File: src/rp_pkg.sv
// Shared widths and types assume 16-bit raw ADC lanes trimmed to 14-bit signed samples on adc_clk

package rp_pkg;

  //////////////////////////////////////////////////
  // Data widths
  //////////////////////////////////////////////////

  localparam int ADC_RAW_W = 16;        // Raw lane from the deserializer
  localparam int SAMPLE_W  = 14;        // Signal sample
  localparam int SUM_W     = 15;        // Mixer sum before saturation

  // Reset hold after PLL lock
  localparam int RST_HOLD_CYCLES = 64;
  localparam int RST_CNT_W       = $clog2(RST_HOLD_CYCLES);

  //////////////////////////////////////////////////
  // Daisy chain word and mode control
  //////////////////////////////////////////////////

  localparam int DAISY_W      = 16;
  localparam int DAISY_MODE_W = 3;

  localparam int DAISY_SYNC_BIT   = 0;  // Sync mode, trigger goes on the daisy link
  localparam int TRIG_PIN_EN_BIT  = 1;  // Expansion pin output enable
  localparam int TRIG_SRC_GEN_BIT = 2;  // Generator trigger instead of scope

  // Types
  typedef logic        [ADC_RAW_W-1:0] raw_t;
  typedef logic signed [SAMPLE_W-1:0]  sample_t;
  typedef logic        [SAMPLE_W-1:0]  dac_code_t;  // Offset binary, negative slope
  typedef logic        [DAISY_W-1:0]   daisy_word_t;

  localparam daisy_word_t DAISY_IDLE_WORD = 16'h1234;  // Test pattern outside sync

  // Saturation limits
  localparam sample_t SAMPLE_MAX = sample_t'(8191);
  localparam sample_t SAMPLE_MIN = sample_t'(-8192);

  // Digital loop select
  // Bit 0 feeds the ADC stream from the DAC, bit 1 feeds the DAC from the ADC
  typedef enum logic [1:0] {
    LOOP_NONE         = 2'b00,
    LOOP_ADC_FROM_DAC = 2'b01,
    LOOP_DAC_FROM_ADC = 2'b10,
    LOOP_BOTH         = 2'b11
  } loop_mode_e;

  // Reset sequencer states
  typedef enum logic [1:0] {
    SEQ_UNLOCKED = 2'd0,  // Waiting for lock edge
    SEQ_HOLD     = 2'd1,  // Core held in reset
    SEQ_RUN      = 2'd2   // Normal operation
  } seq_state_e;

endpackage

File: src/rp_reset_seq.sv
// Core reset follows reset_i with one cycle lag and a lock drop releases it without a new hold
`timescale 1ns/1ps

module rp_reset_seq import rp_pkg::*; (
  input  logic adc_clk,
  input  logic reset_i,       // Board level reset
  input  logic pll_locked_i,  // PLL lock status
  output logic core_reset_o   // Reset for the analog front end
);

  seq_state_e           state;
  seq_state_e           state_nxt;
  logic                 lock_q;    // Previous lock sample
  logic [RST_CNT_W-1:0] hold_cnt;  // Cycles spent in hold
  logic                 lock_edge;

  assign lock_edge = pll_locked_i & ~lock_q;

  //////////////////////////////////////////////////
  // Next state
  //////////////////////////////////////////////////

  always_comb begin
    state_nxt = state;
    if (!pll_locked_i) begin
      state_nxt = SEQ_UNLOCKED;  // Lost lock, no reset pulse
    end else begin
      case (state)
        SEQ_UNLOCKED: if (lock_edge) state_nxt = SEQ_HOLD;
        SEQ_HOLD:     if (hold_cnt == RST_CNT_W'(RST_HOLD_CYCLES - 1)) state_nxt = SEQ_RUN;
        default:      state_nxt = state;
      endcase
    end
  end

  // State, lock history and hold counter
  always_ff @(posedge adc_clk) begin
    if (reset_i) begin
      state        <= SEQ_UNLOCKED;
      lock_q       <= 1'b0;
      hold_cnt     <= '0;
      core_reset_o <= 1'b1;
    end else begin
      state        <= state_nxt;
      lock_q       <= pll_locked_i;
      core_reset_o <= (state_nxt == SEQ_HOLD);
      if (state == SEQ_HOLD && state_nxt == SEQ_HOLD)
        hold_cnt <= hold_cnt + 1'b1;  // Counting hold cycles
      else
        hold_cnt <= '0;
    end
  end

  // Hold never outlasts its count
  a_hold_len: assert property (@(posedge adc_clk) disable iff (reset_i)
    $rose(core_reset_o) |-> ##[1:RST_HOLD_CYCLES] !core_reset_o);

endmodule

File: src/rp_adc_capture.sv
// Loop samples must come registered from the mixer and raw lanes are trimmed without rounding
`timescale 1ns/1ps

module rp_adc_capture import rp_pkg::*; (
  input  logic       adc_clk,
  input  logic       core_reset_i,
  input  raw_t       adc_raw_a_i,     // Raw lane A
  input  raw_t       adc_raw_b_i,     // Raw lane B
  input  logic       adc_raw_valid_i,
  input  loop_mode_e loop_mode_i,
  input  sample_t    loop_a_i,        // Mixer sample for the ADC loop
  input  sample_t    loop_b_i,
  output sample_t    adc_a_o,
  output sample_t    adc_b_o,
  output logic       adc_valid_o,
  output dac_code_t  raw_top_a_o,     // Trimmed bits for the DAC loop
  output dac_code_t  raw_top_b_o
);

  dac_code_t trim_a;
  dac_code_t trim_b;
  logic      adc_loop;

  // Keep upper bits only
  assign trim_a   = adc_raw_a_i[ADC_RAW_W-1 -: SAMPLE_W];
  assign trim_b   = adc_raw_b_i[ADC_RAW_W-1 -: SAMPLE_W];
  assign adc_loop = loop_mode_i[0];

  //////////////////////////////////////////////////
  // Capture register
  //////////////////////////////////////////////////

  always_ff @(posedge adc_clk) begin
    if (core_reset_i) begin
      adc_a_o     <= '0;
      adc_b_o     <= '0;
      adc_valid_o <= 1'b0;
    end else begin
      adc_a_o     <= adc_loop ? loop_a_i : sample_t'(trim_a);
      adc_b_o     <= adc_loop ? loop_b_i : sample_t'(trim_b);
      adc_valid_o <= adc_loop | adc_raw_valid_i;  // Loop data is always valid
    end
  end

  // Trimmed bits forwarded to the DAC stage
  always_ff @(posedge adc_clk) begin
    raw_top_a_o <= trim_a;
    raw_top_b_o <= trim_b;
  end

  a_loop_valid: assert property (@(posedge adc_clk) disable iff (core_reset_i)
    loop_mode_i[0] |=> adc_valid_o);

endmodule

File: src/rp_dac_mixer.sv
// Sums generator and controller samples per channel and clamps to 14 bits with one cycle latency
`timescale 1ns/1ps

module rp_dac_mixer import rp_pkg::*; (
  input  logic    adc_clk,
  input  logic    core_reset_i,
  input  sample_t gen_a_i,   // Generator channel A
  input  sample_t gen_b_i,   // Generator channel B
  input  sample_t ctrl_a_i,  // Controller channel A
  input  sample_t ctrl_b_i,  // Controller channel B
  output sample_t mix_a_o,
  output sample_t mix_b_o
);

  //////////////////////////////////////////////////
  // Saturating add
  //////////////////////////////////////////////////

  // Wide sum, then clamp when the top two bits disagree
  function automatic sample_t sat_add(input sample_t a, input sample_t b);
    logic signed [SUM_W-1:0] sum;
    sum = SUM_W'(a) + SUM_W'(b);  // Sign extended operands
    if (sum[SUM_W-1] ^ sum[SUM_W-2])
      sat_add = sum[SUM_W-1] ? SAMPLE_MIN : SAMPLE_MAX;  // Sign picks the rail
    else
      sat_add = sum[SAMPLE_W-1:0];
  endfunction

  sample_t sat_a;
  sample_t sat_b;

  assign sat_a = sat_add(gen_a_i, ctrl_a_i);
  assign sat_b = sat_add(gen_b_i, ctrl_b_i);

  // Output register
  always_ff @(posedge adc_clk) begin
    if (core_reset_i) begin
      mix_a_o <= '0;
      mix_b_o <= '0;
    end else begin
      mix_a_o <= sat_a;  // Feeds DAC stage and ADC loop
      mix_b_o <= sat_b;
    end
  end

endmodule

File: src/rp_dac_output.sv
// DAC code is offset binary with negative slope and the ADC loop bypasses the conversion
`timescale 1ns/1ps

module rp_dac_output import rp_pkg::*; (
  input  logic       adc_clk,
  input  logic       core_reset_i,
  input  loop_mode_e loop_mode_i,
  input  sample_t    mix_a_i,      // Saturated mixer samples
  input  sample_t    mix_b_i,
  input  dac_code_t  raw_top_a_i,  // Trimmed ADC bits
  input  dac_code_t  raw_top_b_i,
  output dac_code_t  dac_a_o,
  output dac_code_t  dac_b_o
);

  // Sign kept, magnitude bits inverted
  function automatic dac_code_t to_dac_code(input sample_t s);
    to_dac_code = {s[SAMPLE_W-1], ~s[SAMPLE_W-2:0]};
  endfunction

  logic dac_loop;

  assign dac_loop = loop_mode_i[1];

  //////////////////////////////////////////////////
  // Output register
  //////////////////////////////////////////////////

  always_ff @(posedge adc_clk) begin
    if (core_reset_i) begin
      dac_a_o <= to_dac_code('0);  // Mid scale
      dac_b_o <= to_dac_code('0);
    end else begin
      dac_a_o <= dac_loop ? raw_top_a_i : to_dac_code(mix_a_i);
      dac_b_o <= dac_loop ? raw_top_b_i : to_dac_code(mix_b_i);
    end
  end

endmodule

File: src/rp_trig_route.sv
// Mode bits act as levels sampled each cycle and the daisy link words are parallel only
`timescale 1ns/1ps

module rp_trig_route import rp_pkg::*; (
  input  logic                    adc_clk,
  input  logic                    core_reset_i,
  input  logic                    ext_trig_pin_i,  // External trigger pin
  input  logic [DAISY_MODE_W-1:0] daisy_mode_i,
  input  daisy_word_t             daisy_rx_dat_i,  // Word from previous board
  input  logic                    daisy_rx_rdy_i,
  input  logic                    scope_trig_i,
  input  logic                    gen_trig_i,
  output logic                    trig_ext_o,
  output logic                    trig_pin_o,
  output logic                    trig_pin_oe_o,
  output daisy_word_t             daisy_tx_dat_o,  // Word to next board
  output logic                    daisy_tx_dv_o
);

  logic sync_mode;
  logic daisy_trig;
  logic trig_sel;

  assign sync_mode  = daisy_mode_i[DAISY_SYNC_BIT];
  assign daisy_trig = |daisy_rx_dat_i;  // Any set bit counts
  assign trig_sel   = daisy_mode_i[TRIG_SRC_GEN_BIT] ? gen_trig_i : scope_trig_i;

  //////////////////////////////////////////////////
  // Routing registers
  //////////////////////////////////////////////////

  always_ff @(posedge adc_clk) begin
    if (core_reset_i) begin
      trig_ext_o     <= 1'b0;
      trig_pin_o     <= 1'b0;
      trig_pin_oe_o  <= 1'b0;
      daisy_tx_dat_o <= '0;
      daisy_tx_dv_o  <= 1'b0;
    end else begin
      // Daisy trigger masks the pin in sync mode
      trig_ext_o    <= ext_trig_pin_i & ~(sync_mode & daisy_trig);
      trig_pin_o    <= trig_sel;
      trig_pin_oe_o <= daisy_mode_i[TRIG_PIN_EN_BIT];
      if (sync_mode) begin
        daisy_tx_dat_o <= {DAISY_W{trig_sel}};  // Trigger replicated
        daisy_tx_dv_o  <= 1'b0;
      end else begin
        daisy_tx_dat_o <= DAISY_IDLE_WORD;
        daisy_tx_dv_o  <= daisy_rx_rdy_i;      // Echo receiver ready
      end
    end
  end

  a_sync_no_dv: assert property (@(posedge adc_clk) disable iff (core_reset_i)
    daisy_mode_i[DAISY_SYNC_BIT] |=> !daisy_tx_dv_o);

endmodule

File: src/rp_frontend_top.sv
// Single clock domain on adc_clk and upstream cores are replaced by their sample and trigger ports
`timescale 1ns/1ps

module rp_frontend_top import rp_pkg::*; (
  input  logic                    adc_clk,
  input  logic                    reset_i,
  // PLL and reset
  input  logic                    pll_locked_i,
  output logic                    core_reset_o,
  // ADC raw lanes
  input  raw_t                    adc_raw_a_i,
  input  raw_t                    adc_raw_b_i,
  input  logic                    adc_raw_valid_i,
  input  loop_mode_e              loop_mode_i,
  // Generator and controller samples
  input  sample_t                 gen_a_i,
  input  sample_t                 gen_b_i,
  input  sample_t                 ctrl_a_i,
  input  sample_t                 ctrl_b_i,
  // ADC stream
  output sample_t                 adc_a_o,
  output sample_t                 adc_b_o,
  output logic                    adc_valid_o,
  // DAC codes
  output dac_code_t               dac_a_o,
  output dac_code_t               dac_b_o,
  // Triggers and daisy words
  input  logic                    ext_trig_pin_i,
  input  logic [DAISY_MODE_W-1:0] daisy_mode_i,
  input  daisy_word_t             daisy_rx_dat_i,
  input  logic                    daisy_rx_rdy_i,
  input  logic                    scope_trig_i,
  input  logic                    gen_trig_i,
  output logic                    trig_ext_o,
  output logic                    trig_pin_o,
  output logic                    trig_pin_oe_o,
  output daisy_word_t             daisy_tx_dat_o,
  output logic                    daisy_tx_dv_o
);

  sample_t   mix_a, mix_b;          // Registered mixer samples
  dac_code_t raw_top_a, raw_top_b;  // Trimmed raw bits

  //////////////////////////////////////////////////
  // Reset and data path
  //////////////////////////////////////////////////

  rp_reset_seq i_reset_seq (
    .adc_clk      (adc_clk),
    .reset_i      (reset_i),
    .pll_locked_i (pll_locked_i),
    .core_reset_o (core_reset_o)
  );

  rp_adc_capture i_adc_capture (
    .adc_clk         (adc_clk),
    .core_reset_i    (core_reset_o),
    .adc_raw_a_i     (adc_raw_a_i),
    .adc_raw_b_i     (adc_raw_b_i),
    .adc_raw_valid_i (adc_raw_valid_i),
    .loop_mode_i     (loop_mode_i),
    .loop_a_i        (mix_a),  // ADC loop source
    .loop_b_i        (mix_b),
    .adc_a_o         (adc_a_o),
    .adc_b_o         (adc_b_o),
    .adc_valid_o     (adc_valid_o),
    .raw_top_a_o     (raw_top_a),
    .raw_top_b_o     (raw_top_b)
  );

  rp_dac_mixer i_dac_mixer (
    .adc_clk      (adc_clk),
    .core_reset_i (core_reset_o),
    .gen_a_i      (gen_a_i),
    .gen_b_i      (gen_b_i),
    .ctrl_a_i     (ctrl_a_i),
    .ctrl_b_i     (ctrl_b_i),
    .mix_a_o      (mix_a),
    .mix_b_o      (mix_b)
  );

  rp_dac_output i_dac_output (
    .adc_clk      (adc_clk),
    .core_reset_i (core_reset_o),
    .loop_mode_i  (loop_mode_i),
    .mix_a_i      (mix_a),
    .mix_b_i      (mix_b),
    .raw_top_a_i  (raw_top_a),  // DAC loop source
    .raw_top_b_i  (raw_top_b),
    .dac_a_o      (dac_a_o),
    .dac_b_o      (dac_b_o)
  );

  // Trigger routing
  rp_trig_route i_trig_route (
    .adc_clk        (adc_clk),
    .core_reset_i   (core_reset_o),
    .ext_trig_pin_i (ext_trig_pin_i),
    .daisy_mode_i   (daisy_mode_i),
    .daisy_rx_dat_i (daisy_rx_dat_i),
    .daisy_rx_rdy_i (daisy_rx_rdy_i),
    .scope_trig_i   (scope_trig_i),
    .gen_trig_i     (gen_trig_i),
    .trig_ext_o     (trig_ext_o),
    .trig_pin_o     (trig_pin_o),
    .trig_pin_oe_o  (trig_pin_oe_o),
    .daisy_tx_dat_o (daisy_tx_dat_o),
    .daisy_tx_dv_o  (daisy_tx_dv_o)
  );

endmodule

File: config.mk
export PLATFORM = sky130hd
export DESIGN_NAME = rp_frontend_top
export DESIGN_NICKNAME = d
export VERILOG_FILES = /design/src/rp_pkg.sv /design/src/rp_reset_seq.sv /design/src/rp_adc_capture.sv /design/src/rp_dac_mixer.sv /design/src/rp_dac_output.sv /design/src/rp_trig_route.sv /design/src/rp_frontend_top.sv
export SDC_FILE = /design/constraint.sdc
export NUM_CORES = 1
export LEC_CHECK = 0
export BUFFER_PORTS_ARGS = -buffer_cell sky130_fd_sc_hd__clkbuf_2
export CORE_ASPECT_RATIO = 1.25
export CORE_MARGIN = 2
export CORE_UTILIZATION = 35
export CTS_CLUSTER_SIZE = 24
export DETAILED_ROUTE_END_ITERATION = 12
export GPL_TIMING_DRIVEN = 0
export MAX_ROUTING_LAYER = met4
export PLACE_DENSITY = 0.66
export SLEW_MARGIN = 20
export SYNTH_ARGS = -nofsm -noshare
export SYNTH_HDL_FRONTEND = slang
export SYNTH_SLANG_ARGS = --single-unit
File: constraint.sdc
create_clock -name adc_clk -period 2.7 [get_ports adc_clk]
set_clock_uncertainty 0.2 [all_clocks]
set_input_delay 0 -clock adc_clk [delete_from_list [all_inputs] [get_ports adc_clk]]
set_output_delay 0 -clock adc_clk [all_outputs]
set_load 0.005 [all_outputs]
Word level (Yosys, flattened, before mapping)

Index checks and enable logic that the tools add are counted.

Flip-flop bits (word level): 133
Output and inout port bits: 78
Logic and storage cells: 57

$add $sub $neg: 3
Eq/ne operators: 3
Muxes and demuxes: 14
Bitwise gates (word level): 12
Reductions and logical operators: 6

Operators by type and width:

| cell                                                | number |
|---|---|
| two-way mux 14 bit                                  | 8 |
| adder 14 x 14 -> 15 bit                             | 2 |
| inverter 13 bit                                     | 2 |
| OR reduction 16 bit                                 | 1 |
| two-way mux 13 bit                                  | 1 |
| adder 6 x 1 -> 6 bit, second input constant         | 1 |
| equality test 6 bit, second input constant          | 1 |
| two-way mux 2 bit                                   | 3 |
| OR reduction 2 bit                                  | 3 |
| equality test 2 x 1 -> 1 bit, second input constant | 2 |
| inverter 1 bit                                      | 4 |
| one-hot mux 2 bit (2 select lines)                  | 1 |
| bitwise AND 1 bit                                   | 3 |
| zero test 2 bit                                     | 1 |
| XOR 1 bit                                           | 2 |
| logical AND 1 bit                                   | 1 |
| two-way mux 1 bit                                   | 1 |
| OR 1 bit                                            | 1 |

Depth between registers and ports, before layout

Gate-level depths: netlist of the first run.

Depth after elaboration: 9
Gate-level depth with buffers: 10
Gate-level depth less buffers: 9

Modules after synthesis

Synthesis of the first run repeated with hierarchy kept, for this count alone.

Cells, all modules: 564
Area, all modules: 5803.1 sq um

By module, submodules not included:

| module         | instances | cells an instance | area each (sq um) | seq. area each (sq um) |
|---|---|---|---|---|
| rp_dac_mixer   | 1         | 278               | 2489.9            | 560.5 |
| rp_adc_capture | 1         | 121               | 1581.5            | 1141.1 |
| rp_dac_output  | 1         | 93                | 1017.2            | 560.5 |
| rp_reset_seq   | 1         | 39                | 382.9             | 200.2 |
| rp_trig_route  | 1         | 33                | 331.6             | 120.1 |

Worst setup path after synthesis of the first run

OpenSTA, ideal clock, no wires.

Path kind: input -> register
From: input port gen_a_i[0]
To: register i_dac_mixer.mix_a_o[11]
Data arrival time: 2.090 ns
Setup slack: 0.315 ns
Stages: 10
Buffers on the path: 1
Path through: ha_1 > fa_1 > a21oi_1 > o21ai_0 > a21oi_2 > o31ai_4 > a21oi_2 > buf_2 > o211ai_1 > a221oi_1

Word-level cells in the longest chain between the ends: 3
Elaborated cells between the ends (all ways): 4

RTL lines:

| element                                                | line                                   | source |
|---|---|---|
| from (decl)                                            | rp_frontend_top.sv:16                  | `input sample_t gen_a_i,` |
| adder 14 x 14 -> 15 bit (*)                            | rp_dac_mixer.sv:22                     | `sum = SUM_W'(a) + SUM_W'(b);` |
| two-way mux 14 bit / XOR 1 bit (equally long branches) | rp_dac_mixer.sv:24, rp_dac_mixer.sv:23 |  |
| two-way mux 14 bit (*)                                 | rp_dac_mixer.sv:23                     | `if (sum[SUM_W-1] ^ sum[SUM_W-2])` |
| to (signal assigned)                                   | rp_dac_mixer.sv:41                     | `mix_a_o <= sat_a;` |
| to (decl)                                              | rp_dac_mixer.sv:11                     | `output sample_t mix_a_o,` |

Every way passes the cells marked *; elsewhere a longest branch is shown, timed or not.
A chain may end at the register's enable or synchronous reset.

Worst setup path in the final report of the first run

From: input port ctrl_b_i[13]
To: register i_dac_mixer.mix_b_o[13]

Word-level cells in the longest chain between the ends: 3
Elaborated cells between the ends (all ways): 4

RTL lines:

| element                                                | line                                   | source |
|---|---|---|
| from (decl)                                            | rp_frontend_top.sv:19                  | `input sample_t ctrl_b_i,` |
| adder 14 x 14 -> 15 bit (*)                            | rp_dac_mixer.sv:22                     |  |
| two-way mux 14 bit / XOR 1 bit (equally long branches) | rp_dac_mixer.sv:24, rp_dac_mixer.sv:23 |  |
| two-way mux 14 bit (*)                                 | rp_dac_mixer.sv:23                     |  |
| to (signal assigned)                                   | rp_dac_mixer.sv:42                     | `mix_b_o <= sat_b;` |
| to (decl)                                              | rp_dac_mixer.sv:12                     | `output sample_t mix_b_o` |

Marks and branches as above.

==> flow_summary.toml, run 1 <==
[run]
cap_violations = 0

[pwr]
power.leakage_uw = 0.00387
fin_total_pwr_uw = 5510
powerDensity_nw_per_um2 = 672
worst_ir_drop_vdd_mv = 0.438

[detailed_routing]
via_per_inst = 4.80
dr.pass1.iters = 5
ant_nets = 0
wl_per_cell_um = 14.3
vias = 5149
drtIter0Drc = 160
drc = 0
drt-total-wl_mm = 15.3

[placed_design]
hpwl_mm = 11.1
pre_cts_slack_ns = -0.310
gp_congestion = 0.857
port-buffer-count = 188

[clock_network]
clock-sinks = 129
insertion_delay_ns = 0.42
clk_path_buf_depth = 2
cts_max_level = 4
numCtsBuffers = 17
cts-root-buf = "clkbuf_16"
cts_tree = "done"
cts.reportedPaths.clkPinSlew_ns = 0.05

[grt]
antenna_found_initial = 0
grt_usage_pct = 18.5
grt_max_degree = 17
grt_overflow = 0
grt_pass1_vias = 5093
grt_pass1_wl_mm = 24.5

[worst_setup_path]
crit_family = "buffers and inverters"
crit_required_ns = 2.80
cp.arrival_ns = 2.71
reg2regPathDepth = 4
end_kind = "flip-flop"
worstSetupStartpointType = "input port"
slowest_delay_ns = 0.59
cp_max_fo = 2
cp_num_cells = 8
crit_top_cell = "dlygate4sd3_1"
crit_chain = "dlygate4sd3_1, clkbuf_2, ha_1, dlygate4sd3_1, nand2b_1, dlygate4sd3_1, a21oi_1, dlygate4sd3_1"
path_class = "input port to flip-flop"
worstPathBufferInverterCount = 5
cpMaxStageDelayCell = "dlygate4sd3_1"

[timing]
setup_ws_ns = 0.0931
finalSetupViolations = 0
finalMaxSlewViolations = 0
rsz0062_at_grt = "false"
fmax_ghz = 0.384
fin_crit_sh_pct = 96.6
slew_headroom_pct = 44.5
tightest_slew_ns = 0.833
hold_viol = 0
min_period_ns = 2.61

[synthesis]
ys.flop_type = "dfxtp_1"
synth-seq-cells = 129
synth_cell_types = 55
ys_async_sr_fraction_pct = 0
ys.warnings.count = 0
syn-num-nets = 715
syn_avg_cell_area_um2 = 9.93
synth_edf_count = 0
syn_inst = 567
synth_area_um2 = 5630
synth-seq-area-share_pct = 45.8

[cells_and_area]
n_fill_cell = 1467
regArea_um2 = 2580
nets = 995
antennaDiodeCount = 0
final_cell_mix = "188 x clkbuf_2, 129 x dfxtp_1, 76 x nor2_1"
multiInputGateArea_um2 = 2790
layout_commonest_cell = "clkbuf_2"
drive_gt1_share_pct = 30.3
synthToLayoutAreaGrowth_pct = 45.7

[floorplan]
start_util_pct = 35.9
rows = 51
die-height_um = 146
core_um2 = 15700
die-width_um = 117
ioPinCount = 195
die_area_um2 = 17100

[worst_hold_path]
min_path_type = "input port to flip-flop"
worstHoldPathCells = 5

[run_status]
status = "completed"
## routing by layer
metal  track usage (%)  vias to the layer above  wire, µm
met1              20.2                     2365      6590
met4              7.95                        0       439
met2              32.0                      161      7520
li1                  -                     2591         -
met5                 -                        -         0
met3              4.66                       32       788
## worst register-to-register path, delay by kind of cell, from the launching register on
kind / cells / cell delay (ns)
flops: 1 / 0.32
simple gates: 1 / 0.11
buf+inv: 3 / 1.59
## cell families (layout without fill, tap and decap cells)
family	count (synthesis)	after routing	share of synthesized area, %
compound gates	155	155	20.7
simple gates	138	138	11.0
flops	129	129	45.8
buf+inv	55	348	5.22
fa+ha+maj	37	37	8.24
mux	33	33	5.95
xor+xnor	20	20	3.11
## per-stage QoR
step           hold WS (ns)  TNS, ns  area [µm²]  std cells  util (%)
2_1_floorplan        -0.172        0        5630        567         -
3_3_place_gp        -0.0822    -2.05        6840        967      43.6
3_5_place_dp        -0.0814    -2.25        6840        967      43.6
4_1_cts             0.00523        0        8170       1071      52.0
5_1_grt              0.0237        0        8210       1072      52.3
6_report             0.0107        0        8210       1072      52.3
## report_power, final
part           switching, µW  internal [µW]
Combinational            539            530
Sequential              64.6           2060
Clock                    803           1520
## final cells by class
| class | count | share of cell area (%) |
|---|---|---|
| Clock buffer | 22 | 5.78 |
| Timing Repair Buffer | 261 | 20.3 |
| Buffer | 44 | 3.08 |
| Tap cell | 212 | 3.23 |
| Clock inverter | 10 | 1.62 |
| Inverter | 11 | 0.503 |
| Multi-Input combinational cell | 383 | 34.0 |
| Sequential cell | 129 | 31.5 |
## sequential cells by signal, indices dropped and copies added, names as in the netlist, 2 cells and up
name	count
i_adc_capture.adc_b_o	14
i_adc_capture.raw_top_b_o	14
i_dac_output.dac_b_o	14
i_reset_seq.hold_cnt	6
i_reset_seq.state	2
i_dac_output.dac_a_o	14
i_trig_route.daisy_tx_dat_o	2
i_adc_capture.raw_top_a_o	14
i_adc_capture.adc_a_o	14
i_dac_mixer.mix_a_o	14
i_dac_mixer.mix_b_o	14
## Yosys cell counts (3+ instances only)
cell type	n	share of area [%]
a221oi_1	14	2.2
nand3_1	6	0.53
nor2b_1	4	0.44
maj3_1	5	0.89
o21ai_0	20	1.8
o21a_1	8	1.1
inv_1	11	0.73
nand4_1	5	0.56
clkbuf_1	15	1.0
ha_1	29	6.4
xor2_1	10	1.6
buf_1	4	0.27
nor4_1	4	0.44
nand3b_1	4	0.53
nor3_1	12	1.1
a21oi_2	3	0.47
buf_2	7	0.62
xnor2_1	10	1.6
nand2_1	16	1.1
o211ai_1	3	0.40
buf_6	3	0.60
nor2_1	76	5.1
a211o_1	28	4.4
buf_4	15	2.0
a21oi_1	31	2.8
a21o_1	19	2.5
o21bai_1	7	0.93
dfxtp_1	129	46
and3_1	4	0.44
mux2i_1	32	5.7
## repair_timing
| item | in CTS | in global routing |
|---|---|---|
| hold endpoints to repair | 92 | 0 |
| gates resized for setup | 0 | 5 |
| hold buffers | 72 | 0 |
| endpoints found under the setup margin | 0 | 16 |
| buffers inserted | 0 | 1 |
## path summary, 6_finish.rpt
check	start	to	slack, ns
worst max-delay path	ctrl_b_i[13]	i_dac_mixer.mix_b_o[13]	0.09
worst min-delay path	gen_a_i[8]	i_dac_mixer.mix_a_o[8]	0.01
worst max register to register	i_reset_seq.core_reset_o	i_trig_route.daisy_tx_dv_o	0.36
worst min register to register	i_adc_capture.raw_top_b_o[8]	i_dac_output.dac_b_o[8]	0.23
No activity file was read; power rests on OpenSTA's default activity.
==> inputs of run 2 (changes only) <==
Settings changed: ABC_AREA set to 1, PLACE_DENSITY 0.66 to 0.67.
==> flow_summary.toml, run 2 <==
[clock_network]
insertion_delay_ns = 0.41
cts-root-buf = "clkbuf_16"
clk_path_buf_depth = 2
clock-sinks = 129
cts.reportedPaths.clkPinSlew_ns = 0.06
ctsResizeCount = 0
cts_tree = "done"
post_cts_buffers = 0
cts_max_level = 4
numCtsBuffers = 17
holdBufCountCts = 94

[timing]
setup_ws_ns = 0.342
tns_ns = 0
rsz0062_at_grt = "false"
slew_headroom_pct = 55.8
min_period_ns = 2.36
finalMaxSlewViolations = 0
tightest_slew_ns = 0.663
fin_crit_sh_pct = 87.3
fmax_ghz = 0.424
finalSetupViolations = 0
hold_viol = 0

[floorplan]
start_util_pct = 35.6
ioPinCount = 195
die-width_um = 116
die-height_um = 144
core_um2 = 15500
die_area_um2 = 16800
rows = 51

[worst_setup_path]
cp.arrival_ns = 2.44
end_kind = "flip-flop"
r2r-end = "i_trig_route.daisy_tx_dv_o"
crit_top_cell = "dlygate4sd3_1"
r2r-start = "i_reset_seq.core_reset_o"
reg2regPathDepth = 4
crit_required_ns = 2.78
worstSetupStartpointType = "input port"
path_class = "input port to flip-flop"
crit_chain = "dlygate4sd3_1, clkbuf_2, ha_1, dlygate4sd3_1, xor2_1, dlygate4sd3_1, nand2_1, a21oi_2"
r2r_slack_ns = 0.52
worstPathBufferInverterCount = 4
cp_max_fo = 5
cpMaxStageDelayCell = "dlygate4sd3_1"
slowest_delay_ns = 0.60
crit_family = "buffers and inverters"

[detailed_routing]
wl_per_cell_um = 13.3
vias = 5507
dr.pass1.iters = 4
ant_nets = 0
drtIter0Drc = 244
drc = 0
via_per_inst = 4.57
drt-total-wl_mm = 16.1

[cells_and_area]
final_cell_mix = "188 x clkbuf_2, 129 x dfxtp_1, 119 x nand2_1"
layout_commonest_cell = "clkbuf_2"
fin_cells = 1206
synthToLayoutAreaGrowth_pct = 48.5
antennaDiodeCount = 0
drive_gt1_share_pct = 26.7
nets = 1129

[synthesis]
syn_inst = 680
ys_top_cells_by_count = "129 x dfxtp_1, 119 x nand2_1, 101 x nor2_1"
synth-seq-area-share_pct = 46.8
synth_cell_types = 34
yosysMostFrequentCell = "dfxtp_1"
syn_avg_cell_area_um2 = 8.11
synth_area_leaders = "dfxtp_1 47%, nand2_1 8.1%, nor2_1 6.9%"
netlist.area_leader.share_pct = 46.8
synth-seq-cells = 129
syn-num-nets = 828
ys_async_sr_fraction_pct = 0
yosysTopAreaCell = "dfxtp_1"
synth_edf_count = 0
ys.flop_type = "dfxtp_1"
synth_area_um2 = 5510
ys.warnings.count = 0

[run_status]
status = "completed"

[grt]
grt_usage_pct = 19.6
grt_max_degree = 17
antenna_found_initial = 0
grt_pass1_wl_mm = 24.6
grt_pass1_vias = 5227
grt_overflow = 0

[pwr]
switching_share_pct = 28.1
pwr-share-seq_pct = 41.3
powerDensity_nw_per_um2 = 638
switching_power_uw = 1470
power_frac_comb_pct = 20.2
pwr-share-clk_pct = 38.5
power.leakage_uw = 0.00397
worst_ir_drop_vdd_mv = 0.374
p_int_uw = 3760

[placed_design]
hpwl_mm = 11.5
gp_congestion = 0.879
pre_cts_slack_ns = 0.446
dp_cells = 1080
port-buffer-count = 188

[worst_hold_path]
hp-start = "gen_b_i[13]"
min_path_type = "input port to flip-flop"
worstHoldPathCells = 7
holdPathEnd = "i_dac_mixer.mix_b_o[13]"

[run]
cap_violations = 0
run 2: cell count changes in the layout (fill, tap and decap cells not counted), moves of 19 or more:
cell,previous run,this run
inv_1,11,39
a211o_1,28,0
a21o_1,19,0
a21oi_1,31,69
dlygate4sd3_1,72,94
o21ai_0,20,57
nand2_1,16,119
mux2i_1,32,0
nor2_1,76,101
run 2: kinds of logic (layout without fill, tap and decap cells):
| kind of cell | Yosys count | count (layout) | synth area share, % |
|---|---|---|---|
| buffers and inverters | 81 | 395 | 6.94 |
| muxes | 1 | 1 | 0.204 |
| adders and majority gates | 31 | 31 | 7.31 |
| xor gates and xnor gates | 22 | 22 | 3.49 |
| AOI/OAI and AO/OA | 144 | 144 | 14.3 |
| DFF | 129 | 129 | 46.8 |
| and+or+nand+nor | 272 | 272 | 20.9 |
run 2: tightest hold or removal path: stages:
cell and delay [ns]:
clkbuf_2 0.08, ha_1 0.13, a21oi_1 0.04, nand2_1 0.06, a21oi_1 0.05, nand3_1 0.09, a21oi_1 0.09
run 2: power groups by stage:
| stage | Combinational, µW | Sequential (µW) | Clock [µW] |
|---|---|---|---|
| finish | 1060 | 2160 | 2010 |
| global route | 1190 | 2170 | 2120 |
| CTS | 1050 | 2150 | 2030 |
| detailed placement | 909 | 2190 | 0 |
| global placement | 900 | 2190 | 0 |
| floorplan | 575 | 2180 | 0 |
run 2: per-stage QoR:
stage / hold slack, ns / power [µW] / util (%) / instance area, µm²
3_3_place_gp: -0.0857 / 3090 / 43.3 / 6720
2_1_floorplan: -0.172 / 2760 / - / 5510
5_1_grt: 0.0417 / 5480 / 52.8 / 8190
6_report: 0.000425 / 5220 / 52.8 / 8190
3_5_place_dp: -0.0831 / 3100 / 43.3 / 6720
4_1_cts: 0.00225 / 5240 / 52.8 / 8190
run 2: routing by layer:
metal	vias up	GRT usage (%)	wire (µm)
li1	2811	-	-
met1	2478	21.0	6600
met2	187	35.3	8260
met3	31	3.98	864
met4	0	7.71	327
met5	-	-	0
run 2: worst max-delay path by stage:
stage                         endpoint  slack (ns)  cells after the start         from
2_1_floorplan  i_dac_mixer.mix_b_o[11]        0.83                     13   gen_b_i[0]
3_3_place_gp    i_dac_mixer.mix_b_o[9]        0.42                     15   gen_b_i[0]
3_5_place_dp    i_dac_mixer.mix_b_o[9]        0.45                     15   gen_b_i[0]
4_1_cts         i_dac_mixer.mix_b_o[9]        0.33                     16  ctrl_b_i[0]
5_1_grt         i_dac_mixer.mix_b_o[9]        0.11                     16  ctrl_b_i[0]
6_report        i_dac_mixer.mix_a_o[2]        0.34                      8  ctrl_a_i[2]
run 2: cell type report:
| class | count | area, µm² |
|---|---|---|
| fillers | 1465 | 7320 |
| flip-flops and latches | 129 | 2580 |
| multi-input cells | 470 | 2550 |
| repair buffers | 282 | 1880 |
| clock buffers | 20 | 437 |
| well taps | 212 | 265 |
| plain buffers | 39 | 225 |
| inverters | 42 | 158 |
| clock inverters | 12 | 90.1 |
